File: config.mk
export PLATFORM = sky130hd
export DESIGN_NAME = axi_csr_top
export DESIGN_NICKNAME = d
export VERILOG_FILES = /design/src/verilog/csr_pkg.sv /design/src/verilog/csr_write_channel.sv /design/src/verilog/csr_register_bank.sv /design/src/verilog/csr_read_channel.sv /design/src/verilog/axi_csr_top.sv
export SDC_FILE = /design/constraint.sdc
export NUM_CORES = 1
export LEC_CHECK = 0
export CORE_AREA = 5 5 160 162
export DETAILED_ROUTE_END_ITERATION = 16
export DIE_AREA = 0 0 165 167
export DONT_BUFFER_PORTS = 1
export MAX_ROUTING_LAYER = met4
export PLACE_DENSITY = 0.86
export SLEW_MARGIN = 15
export SYNTH_ARGS = -nofsm -noshare
export SYNTH_HDL_FRONTEND = slang
export SYNTH_HIERARCHICAL = 1
export SYNTH_SLANG_ARGS = --single-unit
File: constraint.sdc
create_clock -name S_AXI_ACLK -period 2.22 [get_ports S_AXI_ACLK]
set_input_delay 0.444 -clock S_AXI_ACLK [delete_from_list [all_inputs] [get_ports S_AXI_ACLK]]
set_output_delay 0.444 -clock S_AXI_ACLK [all_outputs]
set_load 0.03 [all_outputs]
File: src/verilog/csr_pkg.sv
`default_nettype none

package csr_pkg;

	// ----------------------------------------
	// Bus geometry
	// ----------------------------------------
	// AXI4-Lite data bus, fixed at one 32-bit word
	localparam int DATA_WIDTH = 32;
	// Byte address covering sixteen words
	localparam int ADDR_WIDTH = 6;
	// Byte offset bits inside a word
	localparam int ADDR_LSB = 2;
	// One strobe per byte lane
	localparam int STRB_WIDTH = DATA_WIDTH / 8;
	// Word index left above the byte offset
	localparam int INDEX_WIDTH = ADDR_WIDTH - ADDR_LSB;
	// Kernel size, stride and padding
	localparam int PARAM_WIDTH = 8;

	typedef logic [DATA_WIDTH-1:0] data_t;
	typedef logic [ADDR_WIDTH-1:0] addr_t;
	typedef logic [STRB_WIDTH-1:0] strb_t;
	typedef logic [INDEX_WIDTH-1:0] reg_index_t;
	typedef logic [PARAM_WIDTH-1:0] param8_t;

	// ----------------------------------------
	// Register map
	// ----------------------------------------
	localparam reg_index_t REG_CTRL = reg_index_t'(0);
	localparam reg_index_t REG_KERNEL_BASE = reg_index_t'(1);
	localparam reg_index_t REG_FEATURE_BASE = reg_index_t'(2);
	localparam reg_index_t REG_FEATURE_WIDTH = reg_index_t'(3);
	localparam reg_index_t REG_FEATURE_HEIGHT = reg_index_t'(4);
	localparam reg_index_t REG_FEATURE_CHIN = reg_index_t'(5);
	localparam reg_index_t REG_FEATURE_CHOUT = reg_index_t'(6);
	localparam reg_index_t REG_OUTPUT_BASE = reg_index_t'(7);
	localparam reg_index_t REG_OUTPUT_WIDTH = reg_index_t'(8);
	localparam reg_index_t REG_OUTPUT_HEIGHT = reg_index_t'(9);

	// Control word layout, bit 4 reads as zero
	localparam int CTRL_START_BIT = 0;
	localparam int CTRL_EXCEPTION_BIT = 1;
	localparam int CTRL_DONE_BIT = 2;
	localparam int CTRL_RUNNING_BIT = 3;
	localparam int CTRL_MODE_BIT = 5;
	localparam int CTRL_RELU_BIT = 6;
	localparam int CTRL_BIAS_BIT = 7;
	localparam int CTRL_PADDING_LSB = 8;
	localparam int CTRL_STRIDE_LSB = 16;
	localparam int CTRL_KERNEL_LSB = 24;

	// ----------------------------------------
	// Channel state machines
	// ----------------------------------------
	typedef enum logic [1:0] {WR_IDLE, WR_WAIT_ADDR, WR_WAIT_DATA} write_state_e;
	typedef enum logic [1:0] {RD_IDLE, RD_WAIT_ADDR, RD_SEND_DATA} read_state_e;

	// One accepted register write
	typedef struct packed {
		reg_index_t index;
		data_t data;
		strb_t strb;
	} csr_write_t;

	// Full accelerator configuration
	typedef struct packed {
		param8_t kernel_size;
		param8_t stride;
		param8_t padding;
		logic has_bias;
		logic has_relu;
		logic conv_mode;
		data_t kernel_baseaddr;
		data_t feature_baseaddr;
		data_t feature_width;
		data_t feature_height;
		data_t feature_chin;
		data_t feature_chout;
		data_t output_baseaddr;
		data_t output_width;
		data_t output_height;
	} conv_config_t;

	// Live status from the compute core
	typedef struct packed {
		logic running;
		logic compute_done;
		logic exception;
	} accel_status_t;

endpackage

`default_nettype wire

File: src/verilog/csr_write_channel.sv
`timescale 1ns/1ps
`default_nettype none

module csr_write_channel (
	input wire S_AXI_ACLK,
	input wire S_AXI_ARESETN,
	// Write address channel
	input wire csr_pkg::addr_t S_AXI_AWADDR,
	input wire S_AXI_AWVALID,
	output logic S_AXI_AWREADY,
	// Write data channel
	input wire csr_pkg::data_t S_AXI_WDATA,
	input wire csr_pkg::strb_t S_AXI_WSTRB,
	input wire S_AXI_WVALID,
	output logic S_AXI_WREADY,
	// Write response channel
	output logic S_AXI_BVALID,
	input wire S_AXI_BREADY,
	// Command to the register bank
	output logic wr_valid,
	output csr_pkg::csr_write_t wr_cmd
);

	csr_pkg::write_state_e state;
	csr_pkg::reg_index_t wr_index;
	logic aw_fire;
	logic b_fire;

	assign aw_fire = S_AXI_AWVALID && S_AXI_AWREADY;
	assign b_fire = S_AXI_BVALID && S_AXI_BREADY;

	// ----------------------------------------
	// Handshake state machine
	// ----------------------------------------
	always_ff @(posedge S_AXI_ACLK)
	begin
		if (!S_AXI_ARESETN)
		begin
			state <= csr_pkg::WR_IDLE;
			S_AXI_AWREADY <= 1'b0;
			S_AXI_WREADY <= 1'b0;
			S_AXI_BVALID <= 1'b0;
		end
		else
		begin
			// Response drops once the master takes it
			if (b_fire)
				S_AXI_BVALID <= 1'b0;
			case (state)
				csr_pkg::WR_IDLE:
				begin
					// First cycle out of reset, open the address channel
					S_AXI_AWREADY <= 1'b1;
					state <= csr_pkg::WR_WAIT_ADDR;
				end
				csr_pkg::WR_WAIT_ADDR:
				begin
					// Address taken, switch over to the data beat
					if (aw_fire)
					begin
						S_AXI_AWREADY <= 1'b0;
						S_AXI_WREADY <= 1'b1;
						state <= csr_pkg::WR_WAIT_DATA;
					end
				end
				csr_pkg::WR_WAIT_DATA:
				begin
					if (wr_valid)
					begin
						S_AXI_WREADY <= 1'b0;
						// Overrides the drop above, response always OKAY
						S_AXI_BVALID <= 1'b1;
						S_AXI_AWREADY <= 1'b1;
						state <= csr_pkg::WR_WAIT_ADDR;
					end
				end
				default:
					state <= csr_pkg::WR_IDLE;
			endcase
		end
	end

	// Word index of the pending write
	always_ff @(posedge S_AXI_ACLK)
	begin
		if (aw_fire)
			wr_index <= S_AXI_AWADDR[csr_pkg::ADDR_WIDTH-1:csr_pkg::ADDR_LSB];
	end

	// Bank commits on the W handshake edge itself
	assign wr_valid = S_AXI_WVALID && S_AXI_WREADY;
	assign wr_cmd = '{index: wr_index, data: S_AXI_WDATA, strb: S_AXI_WSTRB};

	// Master may stall B for as long as it likes
	bvalid_held: assert property (@(posedge S_AXI_ACLK) disable iff (!S_AXI_ARESETN)
		S_AXI_BVALID && !S_AXI_BREADY |=> S_AXI_BVALID);

endmodule

`default_nettype wire

File: src/verilog/csr_register_bank.sv
`timescale 1ns/1ps
`default_nettype none

module csr_register_bank (
	input wire S_AXI_ACLK,
	input wire S_AXI_ARESETN,
	// Write command from the write channel
	input wire wr_valid,
	input wire csr_pkg::csr_write_t wr_cmd,
	// Configuration and start to the accelerator
	output csr_pkg::conv_config_t conv_config,
	output logic start
);

	// Byte lane merge under the write strobes
	function automatic csr_pkg::data_t merge_bytes(
		input csr_pkg::data_t old_word,
		input csr_pkg::csr_write_t cmd
	);
		csr_pkg::data_t merged;
		merged = old_word;
		for (int b = 0; b < csr_pkg::STRB_WIDTH; b++)
		begin
			if (cmd.strb[b])
				merged[b*8 +: 8] = cmd.data[b*8 +: 8];
		end
		return merged;
	endfunction

	// ----------------------------------------
	// Register update
	// ----------------------------------------
	always_ff @(posedge S_AXI_ACLK)
	begin
		if (!S_AXI_ARESETN)
		begin
			conv_config <= '0;
			start <= 1'b0;
		end
		else
		begin
			// Start lasts one cycle unless rewritten
			start <= 1'b0;
			if (wr_valid)
			begin
				case (wr_cmd.index)
					csr_pkg::REG_CTRL:
					begin
						// Whole word taken, strobes do not apply here
						start <= wr_cmd.data[csr_pkg::CTRL_START_BIT];
						conv_config.conv_mode <= wr_cmd.data[csr_pkg::CTRL_MODE_BIT];
						conv_config.has_relu <= wr_cmd.data[csr_pkg::CTRL_RELU_BIT];
						conv_config.has_bias <= wr_cmd.data[csr_pkg::CTRL_BIAS_BIT];
						conv_config.padding <=
							wr_cmd.data[csr_pkg::CTRL_PADDING_LSB +: csr_pkg::PARAM_WIDTH];
						conv_config.stride <=
							wr_cmd.data[csr_pkg::CTRL_STRIDE_LSB +: csr_pkg::PARAM_WIDTH];
						conv_config.kernel_size <=
							wr_cmd.data[csr_pkg::CTRL_KERNEL_LSB +: csr_pkg::PARAM_WIDTH];
						// Status bits 4..1 are read only
					end
					csr_pkg::REG_KERNEL_BASE:
						conv_config.kernel_baseaddr <=
							merge_bytes(conv_config.kernel_baseaddr, wr_cmd);
					csr_pkg::REG_FEATURE_BASE:
						conv_config.feature_baseaddr <=
							merge_bytes(conv_config.feature_baseaddr, wr_cmd);
					csr_pkg::REG_FEATURE_WIDTH:
						conv_config.feature_width <=
							merge_bytes(conv_config.feature_width, wr_cmd);
					csr_pkg::REG_FEATURE_HEIGHT:
						conv_config.feature_height <=
							merge_bytes(conv_config.feature_height, wr_cmd);
					csr_pkg::REG_FEATURE_CHIN:
						conv_config.feature_chin <=
							merge_bytes(conv_config.feature_chin, wr_cmd);
					csr_pkg::REG_FEATURE_CHOUT:
						conv_config.feature_chout <=
							merge_bytes(conv_config.feature_chout, wr_cmd);
					csr_pkg::REG_OUTPUT_BASE:
						conv_config.output_baseaddr <=
							merge_bytes(conv_config.output_baseaddr, wr_cmd);
					csr_pkg::REG_OUTPUT_WIDTH:
						conv_config.output_width <=
							merge_bytes(conv_config.output_width, wr_cmd);
					csr_pkg::REG_OUTPUT_HEIGHT:
						conv_config.output_height <=
							merge_bytes(conv_config.output_height, wr_cmd);
					default:
					begin
						// Indices 10..15 are unmapped, write is dropped
					end
				endcase
			end
		end
	end

	// Writes are spaced by the AW/W/B sequence, so start never stretches
	start_single: assert property (@(posedge S_AXI_ACLK) disable iff (!S_AXI_ARESETN)
		start |=> !start);

endmodule

`default_nettype wire

File: src/verilog/csr_read_channel.sv
`timescale 1ns/1ps
`default_nettype none

module csr_read_channel (
	input wire S_AXI_ACLK,
	input wire S_AXI_ARESETN,
	// Read address channel
	input wire csr_pkg::addr_t S_AXI_ARADDR,
	input wire S_AXI_ARVALID,
	output logic S_AXI_ARREADY,
	// Read data channel
	output csr_pkg::data_t S_AXI_RDATA,
	output logic S_AXI_RVALID,
	input wire S_AXI_RREADY,
	// Register state and live status
	input wire csr_pkg::conv_config_t conv_config,
	input wire start,
	input wire csr_pkg::accel_status_t status
);

	csr_pkg::read_state_e state;
	csr_pkg::reg_index_t rd_index;
	csr_pkg::data_t ctrl_word;
	logic ar_fire;
	logic r_fire;

	assign ar_fire = S_AXI_ARVALID && S_AXI_ARREADY;
	assign r_fire = S_AXI_RVALID && S_AXI_RREADY;

	// ----------------------------------------
	// Handshake state machine
	// ----------------------------------------
	always_ff @(posedge S_AXI_ACLK)
	begin
		if (!S_AXI_ARESETN)
		begin
			state <= csr_pkg::RD_IDLE;
			S_AXI_ARREADY <= 1'b0;
			S_AXI_RVALID <= 1'b0;
			rd_index <= '0;
		end
		else
		begin
			case (state)
				csr_pkg::RD_IDLE:
				begin
					S_AXI_ARREADY <= 1'b1;
					state <= csr_pkg::RD_WAIT_ADDR;
				end
				csr_pkg::RD_WAIT_ADDR:
				begin
					// Latch the word index, data follows next cycle
					if (ar_fire)
					begin
						rd_index <= S_AXI_ARADDR[csr_pkg::ADDR_WIDTH-1:csr_pkg::ADDR_LSB];
						S_AXI_ARREADY <= 1'b0;
						S_AXI_RVALID <= 1'b1;
						state <= csr_pkg::RD_SEND_DATA;
					end
				end
				csr_pkg::RD_SEND_DATA:
				begin
					if (r_fire)
					begin
						S_AXI_RVALID <= 1'b0;
						S_AXI_ARREADY <= 1'b1;
						state <= csr_pkg::RD_WAIT_ADDR;
					end
				end
				default:
					state <= csr_pkg::RD_IDLE;
			endcase
		end
	end

	// Control word, status bits sampled live
	always_comb
	begin
		ctrl_word = '0;
		ctrl_word[csr_pkg::CTRL_START_BIT] = start;
		ctrl_word[csr_pkg::CTRL_EXCEPTION_BIT] = status.exception;
		ctrl_word[csr_pkg::CTRL_DONE_BIT] = status.compute_done;
		ctrl_word[csr_pkg::CTRL_RUNNING_BIT] = status.running;
		ctrl_word[csr_pkg::CTRL_MODE_BIT] = conv_config.conv_mode;
		ctrl_word[csr_pkg::CTRL_RELU_BIT] = conv_config.has_relu;
		ctrl_word[csr_pkg::CTRL_BIAS_BIT] = conv_config.has_bias;
		ctrl_word[csr_pkg::CTRL_PADDING_LSB +: csr_pkg::PARAM_WIDTH] = conv_config.padding;
		ctrl_word[csr_pkg::CTRL_STRIDE_LSB +: csr_pkg::PARAM_WIDTH] = conv_config.stride;
		ctrl_word[csr_pkg::CTRL_KERNEL_LSB +: csr_pkg::PARAM_WIDTH] = conv_config.kernel_size;
	end

	// Read mux, unmapped indices return zero
	always_comb
	begin
		case (rd_index)
			csr_pkg::REG_CTRL: S_AXI_RDATA = ctrl_word;
			csr_pkg::REG_KERNEL_BASE: S_AXI_RDATA = conv_config.kernel_baseaddr;
			csr_pkg::REG_FEATURE_BASE: S_AXI_RDATA = conv_config.feature_baseaddr;
			csr_pkg::REG_FEATURE_WIDTH: S_AXI_RDATA = conv_config.feature_width;
			csr_pkg::REG_FEATURE_HEIGHT: S_AXI_RDATA = conv_config.feature_height;
			csr_pkg::REG_FEATURE_CHIN: S_AXI_RDATA = conv_config.feature_chin;
			csr_pkg::REG_FEATURE_CHOUT: S_AXI_RDATA = conv_config.feature_chout;
			csr_pkg::REG_OUTPUT_BASE: S_AXI_RDATA = conv_config.output_baseaddr;
			csr_pkg::REG_OUTPUT_WIDTH: S_AXI_RDATA = conv_config.output_width;
			csr_pkg::REG_OUTPUT_HEIGHT: S_AXI_RDATA = conv_config.output_height;
			default: S_AXI_RDATA = '0;
		endcase
	end

	// Data and its index hold while the master stalls R
	rvalid_held: assert property (@(posedge S_AXI_ACLK) disable iff (!S_AXI_ARESETN)
		S_AXI_RVALID && !S_AXI_RREADY |=> S_AXI_RVALID && $stable(rd_index));

endmodule

`default_nettype wire

File: src/verilog/axi_csr_top.sv
`timescale 1ns/1ps
`default_nettype none

module axi_csr_top (
	input wire S_AXI_ACLK,
	input wire S_AXI_ARESETN,
	// Write address, data and response
	input wire csr_pkg::addr_t S_AXI_AWADDR,
	input wire S_AXI_AWVALID,
	output wire S_AXI_AWREADY,
	input wire csr_pkg::data_t S_AXI_WDATA,
	input wire csr_pkg::strb_t S_AXI_WSTRB,
	input wire S_AXI_WVALID,
	output wire S_AXI_WREADY,
	output wire S_AXI_BVALID,
	input wire S_AXI_BREADY,
	// Read address and data
	input wire csr_pkg::addr_t S_AXI_ARADDR,
	input wire S_AXI_ARVALID,
	output wire S_AXI_ARREADY,
	output wire csr_pkg::data_t S_AXI_RDATA,
	output wire S_AXI_RVALID,
	input wire S_AXI_RREADY,
	// Accelerator side
	input wire running,
	input wire compute_done,
	input wire exception,
	output wire csr_pkg::conv_config_t conv_config,
	output wire start
);

	wire wr_valid;
	csr_pkg::csr_write_t wr_cmd;
	csr_pkg::accel_status_t status;

	// Status bits gathered for the read mux
	assign status = '{running: running, compute_done: compute_done, exception: exception};

	// ----------------------------------------
	// Write path, then bank, then read path
	// ----------------------------------------
	csr_write_channel u_write (
		.S_AXI_ACLK (S_AXI_ACLK),
		.S_AXI_ARESETN (S_AXI_ARESETN),
		.S_AXI_AWADDR (S_AXI_AWADDR),
		.S_AXI_AWVALID (S_AXI_AWVALID),
		.S_AXI_AWREADY (S_AXI_AWREADY),
		.S_AXI_WDATA (S_AXI_WDATA),
		.S_AXI_WSTRB (S_AXI_WSTRB),
		.S_AXI_WVALID (S_AXI_WVALID),
		.S_AXI_WREADY (S_AXI_WREADY),
		.S_AXI_BVALID (S_AXI_BVALID),
		.S_AXI_BREADY (S_AXI_BREADY),
		.wr_valid (wr_valid),
		.wr_cmd (wr_cmd)
	);

	csr_register_bank u_bank (
		.S_AXI_ACLK (S_AXI_ACLK),
		.S_AXI_ARESETN (S_AXI_ARESETN),
		.wr_valid (wr_valid),
		.wr_cmd (wr_cmd),
		.conv_config (conv_config),
		.start (start)
	);

	csr_read_channel u_read (
		.S_AXI_ACLK (S_AXI_ACLK),
		.S_AXI_ARESETN (S_AXI_ARESETN),
		.S_AXI_ARADDR (S_AXI_ARADDR),
		.S_AXI_ARVALID (S_AXI_ARVALID),
		.S_AXI_ARREADY (S_AXI_ARREADY),
		.S_AXI_RDATA (S_AXI_RDATA),
		.S_AXI_RVALID (S_AXI_RVALID),
		.S_AXI_RREADY (S_AXI_RREADY),
		.conv_config (conv_config),
		.start (start),
		.status (status)
	);

endmodule

`default_nettype wire

==> impl_metrics.py, run 1 <==
metrics = {
    "finish": {
        "layout.cells.non_filler": 2063,
        "design.final.nets": 1769,
        "mostFrequentLayoutCells": "sky130_fd_sc_hd__nand2_1, sky130_fd_sc_hd__mux2i_1, sky130_fd_sc_hd__dfxtp_1",
        "post-route-util_pct": 80.6,
        "fill_cells": 1318,
        "area.growth.synth_to_final_pct": 28.2,
        "drive_gt1_share_pct": 28.8,
    },
    "clocking": {
        "clock_tree.htree_level_count": 2,
        "clock_tree.root_cell": "sky130_fd_sc_hd__clkbuf_16",
        "clk_path_buf_depth": 3,
        "numCtsBuffers": 35,
        "hold_buffers": 0,
        "clock_sink_count": 333,
        "clkLatencyLatePin_ns": 0.52,
        "tritoncts": "yes",
        "clk_pin_slew_ns": 0.06,
    },
    "die": {
        "core.rowCount": 57,
        "design.die.area_mm2": 0.0276,
        "initial_core_util_pct": 62.8,
        "fp.dieH_um": 167,
        "pin_count": 411,
        "chipWidth_um": 165,
        "design.core.area_mm2": 0.0240,
    },
    "detailed_routing": {
        "routed_wirelength_um": 61300,
        "drc": 0,
        "via_per_inst": 6.67,
        "dr.first_iter.drc_count": 1668,
        "via_count": 13800,
        "drtAntennaViolNets": 0,
        "firstDrtPassIters": 7,
        "route.detailed.wl_per_inst_um": 29.7,
    },
    "sta": {
        "tightestPinTransition_ns": 0.817,
        "setup_tns_ns": -15.99,
        "unrepaired_setup_endpoints_after_global_routing": "true",
        "clock.fmax_ghz": 0.350,
        "slew_violations": 0,
        "period_needed_ns": 2.85,
        "clock_skew_ns": 0.0203,
        "timing.final.crit_share_pct": 129,
        "relSlewSlack_pct": 45.6,
        "timing_hold_violations_final": 0,
        "fin_ws_ns": -0.633,
        "number_of_failing_setup_endpoints_in_the_final_timing_report": 32,
    },
    "setup_path": {
        "crit_fanout": 7,
        "slowest_delay_ns": 0.51,
        "critical_path.cell_chain": "buf_6 > and2b_2 > buf_8 > a22oi_2 > nor2_1 > or4_4 > buf_12",
        "start_to_end_type_of_the_worst_setup_path": "flop to output port",
        "required_time_reported_for_the_critical_path_endpoint_ns": 1.78,
        "worst_setup_path_start_kind": "flop",
        "cpMaxStageDelayCell": "sky130_fd_sc_hd__or4_4",
        "critical_path.endpoint_type": "output port",
        "arrival_time_at_the_worst_endpoint_ns": 2.41,
    },
    "global_route": {
        "gr-total-overflow": 0,
        "grt_max_degree": 361,
        "initial_antenna_violation_count": 4,
        "grt_first_pass_wirelength_um": 85600,
        "grt_usage_pct": 41.9,
        "via_count_of_the_first_global_routing_pass": 13900,
    },
    "synthesis": {
        "postSynthAreaPerCell_um2": 9.81,
        "synth_edf_count": 4,
        "synth_flop_cell": "sky130_fd_sc_hd__dfxtp_1",
        "postSynthNetCount": 1593,
        "ys_seq_elements": 333,
        "async_reset_ff_share_pct": 0,
        "mappedNetlistArea_mm2": 0.0151,
        "yosysWarningCount": 6,
        "seq_area_frac_synth_pct": 44.5,
        "synth.distinct_cells": 56,
        "synth_cells": 1535,
    },
    "place": {
        "globalplace.congestion": 0.959,
        "port_buffers": 0,
        "dp_hpwl_um": 39000,
        "place.detailed.instances": 1962,
    },
    "pwr": {
        "power.clock.fraction_pct": 47.8,
        "irDropWorstVdd_mv": 0.734,
        "power.static_leakage_uw": 0.00817,
        "pint_uw": 9840,
        "power.switching_fraction_pct": 22.2,
        "combinationalPowerShare_pct": 4.4,
        "netSwitchingPower_uw": 2810,
        "pwr-share-seq_pct": 47.8,
        "power_per_cell_area_mw_per_mm2": 655,
    },
    "run_status": {
        "failed_checks": "setup timing",
        "run_status": "finished, violations left",
    },
    "job": {
        "max_cap_violations": 0,
    },
    "hold_path": {
        "hold_path_class": "primary input to flop",
    },
}
[per-layer routing]
metal,GRT usage (%),vias to the layer above,part of all wire [%]
met5,-,-,0
met4,26.0,0,7.3
met3,14.8,361,13
met2,64.5,1115,45
met1,46.2,6541,34
li1,-,5745,-
[critical path: cells and delay by family (launching register included)]
kind | cells | cell delay (ns)
AND/OR/NAND/NOR | 3 | 0.84
buffers and inverters | 3 | 0.46
flip-flops | 1 | 0.39
AO/OA/AOI/OAI | 1 | 0.20
[repair_timing]
item	CTS	global route
pin swaps	18	32
cloned	1	5
gates resized for setup	93	78
setup buffers	14	18
setup endpoints to repair	32	32
[kinds of logic after synthesis]
logic type             after synthesis  share of synthesized area (%)
multiplexers                       382                           25.5
buffers and inverters              148                           5.55
AO/OA/AOI/OAI                      163                           8.53
AND/OR/NAND/NOR                    509                           15.9
flip-flops                         333                           44.5
[registers in the layout, indices dropped and copies added, names as in the netlist]
register	cells
u_write/state	2
u_read/S_AXI_ARREADY	1
u_write/wr_index	4
u_bank/conv_config	315
u_bank/start	1
u_write/S_AXI_WREADY	1
u_read/state	2
u_read/S_AXI_RVALID	1
u_write/S_AXI_BVALID	1
u_write/S_AXI_AWREADY	1
u_read/rd_index	4
[metrics by stage]
stage	hold slack, ns	area, um^2	setup slack (ns)	power (uW)
6_report	0.0168	19300	-0.633	12600
5_1_grt	0.00211	19300	-0.603	13000
4_1_cts	0.00596	18700	-0.548	12600
3_5_place_dp	0.543	16900	-0.198	6630
3_3_place_gp	0.543	16900	-0.205	6620
2_1_floorplan	0.543	15100	0.0281	6550
[power groups by stage]
stage                     sequential, uW  clock (uW)  combinational, uW
final                               6040        6040                560
after global routing                6040        6340                570
after CTS                           6040        6020                494
after detailed placement            6180           0                454
after global placement              6170           0                445
after floorplan                     6170           0                379
[cells in the mapped netlist, types with 3 or more instances]
master                        n  area share (%)
sky130_fd_sc_hd__clkbuf_1    59             1.5
sky130_fd_sc_hd__or4_1       11            0.55
sky130_fd_sc_hd__inv_1        5            0.12
sky130_fd_sc_hd__a31oi_1      3            0.12
sky130_fd_sc_hd__o22ai_1     17            0.71
sky130_fd_sc_hd__nand4b_1     3            0.17
sky130_fd_sc_hd__buf_6       10            0.75
sky130_fd_sc_hd__mux2i_1    366              24
sky130_fd_sc_hd__a22oi_1     63             3.1
sky130_fd_sc_hd__nand2_1    361             9.0
sky130_fd_sc_hd__buf_4       45             2.2
sky130_fd_sc_hd__nor2b_1     18            0.75
sky130_fd_sc_hd__a21oi_1      4            0.13
sky130_fd_sc_hd__o21ai_0      3            0.10
sky130_fd_sc_hd__nor2_1      40             1.0
sky130_fd_sc_hd__buf_2       28            0.93
sky130_fd_sc_hd__dfxtp_1    329              44
sky130_fd_sc_hd__and2_1       5            0.21
sky130_fd_sc_hd__mux2_2      16             1.2
sky130_fd_sc_hd__a32oi_1     11            0.64
sky130_fd_sc_hd__o2bb2ai_1   15            0.87
sky130_fd_sc_hd__or3_1        9            0.37
sky130_fd_sc_hd__o221ai_1    17            0.99
sky130_fd_sc_hd__o21a_1       3            0.15
sky130_fd_sc_hd__a221oi_1    15            0.87
sky130_fd_sc_hd__edfxtp_1     4            0.80
sky130_fd_sc_hd__nor2_2      16            0.66
sky130_fd_sc_hd__nand4_2     12             1.0
sky130_fd_sc_hd__or2_2        4            0.17
sky130_fd_sc_hd__nand2b_1     5            0.21
[cell type report]
type	count	area, um^2	share of cell area, %
Antenna cell	5	12.5	0.0648
Clock buffer	50	1090	5.63
Clock inverter	10	100	0.519
Inverter	5	18.8	0.0972
Multi-Input combinational cell	1055	8130	42.1
Sequential cell	333	6720	34.8
Tap cell	324	405	2.10
Timing Repair Buffer	281	2820	14.6
[path summary, 6_finish.rpt]
path | start | endpoint | slack, ns | depth (start not counted)
worst max-delay path | u_read/rd_index[1] | S_AXI_RDATA[23] | -0.63 | 7
worst min-delay path | S_AXI_AWADDR[5] | u_write/wr_index[3] | 0.02 | 0
worst max register to register | u_write/wr_index[1] | u_bank/conv_config[283] | 0.08 | 4
worst min register to register | u_read/state[0] | u_read/S_AXI_ARREADY | 0.61 | 2
Power figures use the tool's default switching activity.
==> run 2, diff against run 1 <==
==> constraint.sdc (replaced) <==
create_clock -name S_AXI_ACLK -period 2.22 [get_ports S_AXI_ACLK]
set_input_delay 0 -clock S_AXI_ACLK [delete_from_list [all_inputs] [get_ports S_AXI_ACLK]]
set_output_delay 0 -clock S_AXI_ACLK [all_outputs]
set_load 0.03 [all_outputs]
==> run 2 against run 1 <==
Net effect:
- the run still ends with setup timing left
- worst setup slack improved by 0.32 ns
- combinational power increased by 27%
- sequential share of layout area decreased by 2.9 points
- core utilization increased by 7.4 points
- flip-flop and latch count unchanged
- global-route usage increased by 7.2 points
- critical endpoint is now S_AXI_RDATA[22]
==> impl_metrics.py, run 2 (synthesized netlist as in run 1, its figures left out) <==
metrics = {
    "global_route": {
        "grt_first_pass_wirelength_um": 101000,
        "initial_antenna_violation_count": 5,
        "gr-total-overflow": 0,
        "grt_max_degree": 245,
        "grt_usage_pct": 49.2,
        "via_count_of_the_first_global_routing_pass": 16400,
    },
    "sta": {
        "finalHoldWorstSlack_ns": 0.0297,
        "unrepaired_setup_endpoints_after_global_routing": "true",
        "timing_hold_violations_final": 0,
        "setup_tns_ns": -4.19,
        "period_needed_ns": 2.53,
        "relSlewSlack_pct": 52.5,
        "number_of_failing_setup_endpoints_in_the_final_timing_report": 32,
        "clock_skew_ns": 0.0212,
        "slew_violations": 0,
        "clock.fmax_ghz": 0.395,
        "tightestPinTransition_ns": 0.712,
        "timing.final.crit_share_pct": 114,
        "fin_ws_ns": -0.314,
    },
    "place": {
        "place.detailed.instances": 1817,
        "globalplace.congestion": 0.893,
        "dp_hpwl_um": 36600,
        "port_buffers": 0,
        "dpl-instance-area_mm2": 0.0157,
    },
    "setup_path": {
        "critical_path.cell_chain": "buf_4 > buf_6 > mux2i_1 > o2bb2ai_1 > a221oi_2 > o221ai_1 > buf_4",
        "worst_path_dominant_cell_family": "buffers and inverters",
        "crit_fanout": 17,
        "required_time_reported_for_the_critical_path_endpoint_ns": 2.22,
        "slowest_delay_ns": 0.47,
        "worst_setup_path_start_kind": "flop",
        "arrival_time_at_the_worst_endpoint_ns": 2.53,
        "start_to_end_type_of_the_worst_setup_path": "flop to output port",
        "critPathMostFrequentCell": "sky130_fd_sc_hd__buf_4",
        "cp.buffers_inverters": 3,
        "cpMaxStageDelayCell": "sky130_fd_sc_hd__dfxtp_4",
        "critical_path.endpoint_type": "output port",
    },
    "die": {
        "pin_count": 411,
        "chipWidth_um": 165,
        "initial_core_util_pct": 62.8,
        "design.core.area_mm2": 0.0240,
        "fp.dieH_um": 167,
        "design.die.area_mm2": 0.0276,
        "core.rowCount": 57,
    },
    "detailed_routing": {
        "firstDrtPassIters": 12,
        "via_per_inst": 7.21,
        "drtAntennaViolNets": 0,
        "dr.first_iter.drc_count": 2733,
        "routed_wirelength_um": 76100,
        "via_count": 16100,
        "route.detailed.wl_per_inst_um": 34.2,
        "drc": 0,
    },
    "clocking": {
        "clock_tree.htree_level_count": 2,
        "clkLatencyLatePin_ns": 0.53,
        "tritoncts": "yes",
        "clk_pin_slew_ns": 0.06,
        "clock_tree.root_cell": "sky130_fd_sc_hd__clkbuf_16",
        "clock_sink_count": 333,
        "clk_path_buf_depth": 3,
        "numCtsBuffers": 36,
    },
    "finish": {
        "reg.largest.list": "u_bank/conv_config (315), u_read/rd_index (4), u_write/wr_index (4)",
        "number_of_flip_flops_under_the_largest_register_name": 315,
        "mostFrequentLayoutCells": "sky130_fd_sc_hd__nand2_1, sky130_fd_sc_hd__mux2i_1, sky130_fd_sc_hd__dfxtp_1",
        "layout.cells.non_filler": 2229,
        "drive_gt1_share_pct": 20.0,
        "post-route-util_pct": 88.0,
        "final_instance_area_mm2": 0.0211,
        "largest-register": "u_bank/conv_config",
        "area.growth.synth_to_final_pct": 40.0,
        "design.final.nets": 1931,
    },
    "pwr": {
        "power.static_leakage_uw": 0.00802,
        "pwr-share-seq_pct": 47.0,
        "power.switching_fraction_pct": 24.4,
        "pint_uw": 9710,
        "netSwitchingPower_uw": 3140,
        "combinationalPowerShare_pct": 5.5,
        "power.clock.fraction_pct": 47.5,
        "power_per_cell_area_mw_per_mm2": 610,
        "irDropWorstVdd_mv": 0.814,
    },
    "run_status": {
        "failed_checks": "setup timing",
        "run_status": "finished, violations left",
    },
    "hold_path": {
        "hold_path_class": "primary input to flop",
    },
    "job": {
        "max_cap_violations": 0,
    },
}
## run 2: cell types whose count changed in the layout (fill, tap and decap cells not counted), sizes merged, moves of 3 or more
cell,before,now
clkinv,8,11
clkbuf,54,51
and4bb,2,5
dlygate4sd3,0,285
clkinvlp,0,3
buf,277,152
## run 2: final timing paths
check / to / start / depth (start not counted) / slack, ns
max reg2reg: u_read/rd_index[2] / u_read/S_AXI_ARREADY / 4 / -0.05
max: S_AXI_RDATA[22] / u_read/rd_index[3] / 7 / -0.31
min: u_bank/conv_config[229] / S_AXI_WSTRB[0] / 2 / 0.03
min reg2reg: u_bank/conv_config[113] / u_bank/conv_config[113] / 2 / 0.64
## run 2: final cells by class
cell class | instances | area [um^2]
multi-input combinational | 1058 | 8170
sequential | 333 | 6720
timing repair buffer | 439 | 4590
fill | 987 | 2880
clock buffer | 49 | 1050
tap | 324 | 405
clock inverter | 15 | 113
inverter | 5 | 22.5
antenna | 6 | 15.0
## run 2: power by group through the flow
| stage | Combinational (uW) | Clock [uW] | Sequential [uW] |
|---|---|---|---|
| floorplan | 379 | 0 | 6170 |
| global placement | 395 | 0 | 6180 |
| detailed placement | 403 | 0 | 6180 |
| CTS | 591 | 5890 | 6040 |
| global route | 706 | 6300 | 6040 |
| finish | 710 | 6100 | 6040 |
## run 2: through the flow
stage | total power (uW) | setup WS (ns)
2_1_floorplan | 6550 | 0.317
3_5_place_dp | 6590 | 0.0913
6_report | 12900 | -0.314
5_1_grt | 13000 | -0.283
3_3_place_gp | 6580 | 0.142
4_1_cts | 12500 | -0.154
## run 2: worst register-to-register path, delay by kind of cell, from the launching register on
kind          cells  cell delay, ns
simple gates      2            0.65
buf+inv           1            0.56
mux               1            0.40
flops             1            0.56
## run 2: repair_timing
action | CTS | global route
gates cloned | 1 | 6
setup buffers | 30 | 21
gates resized for setup | 93 | 82
hold endpoints to repair | 337 | 0
hold buffers | 286 | 0
endpoints found under the setup margin | 32 | 52
pin swaps | 12 | 26
## run 2: per-layer routing
metal / vias to the layer above / part of all wire (%) / track usage [%]
li1: 6086 / - / -
met1: 7401 / 30 / 49.8
met2: 1796 / 43 / 72.9
met3: 798 / 16 / 22.1
met4: 0 / 11 / 39.1
met5: - / 0 / -
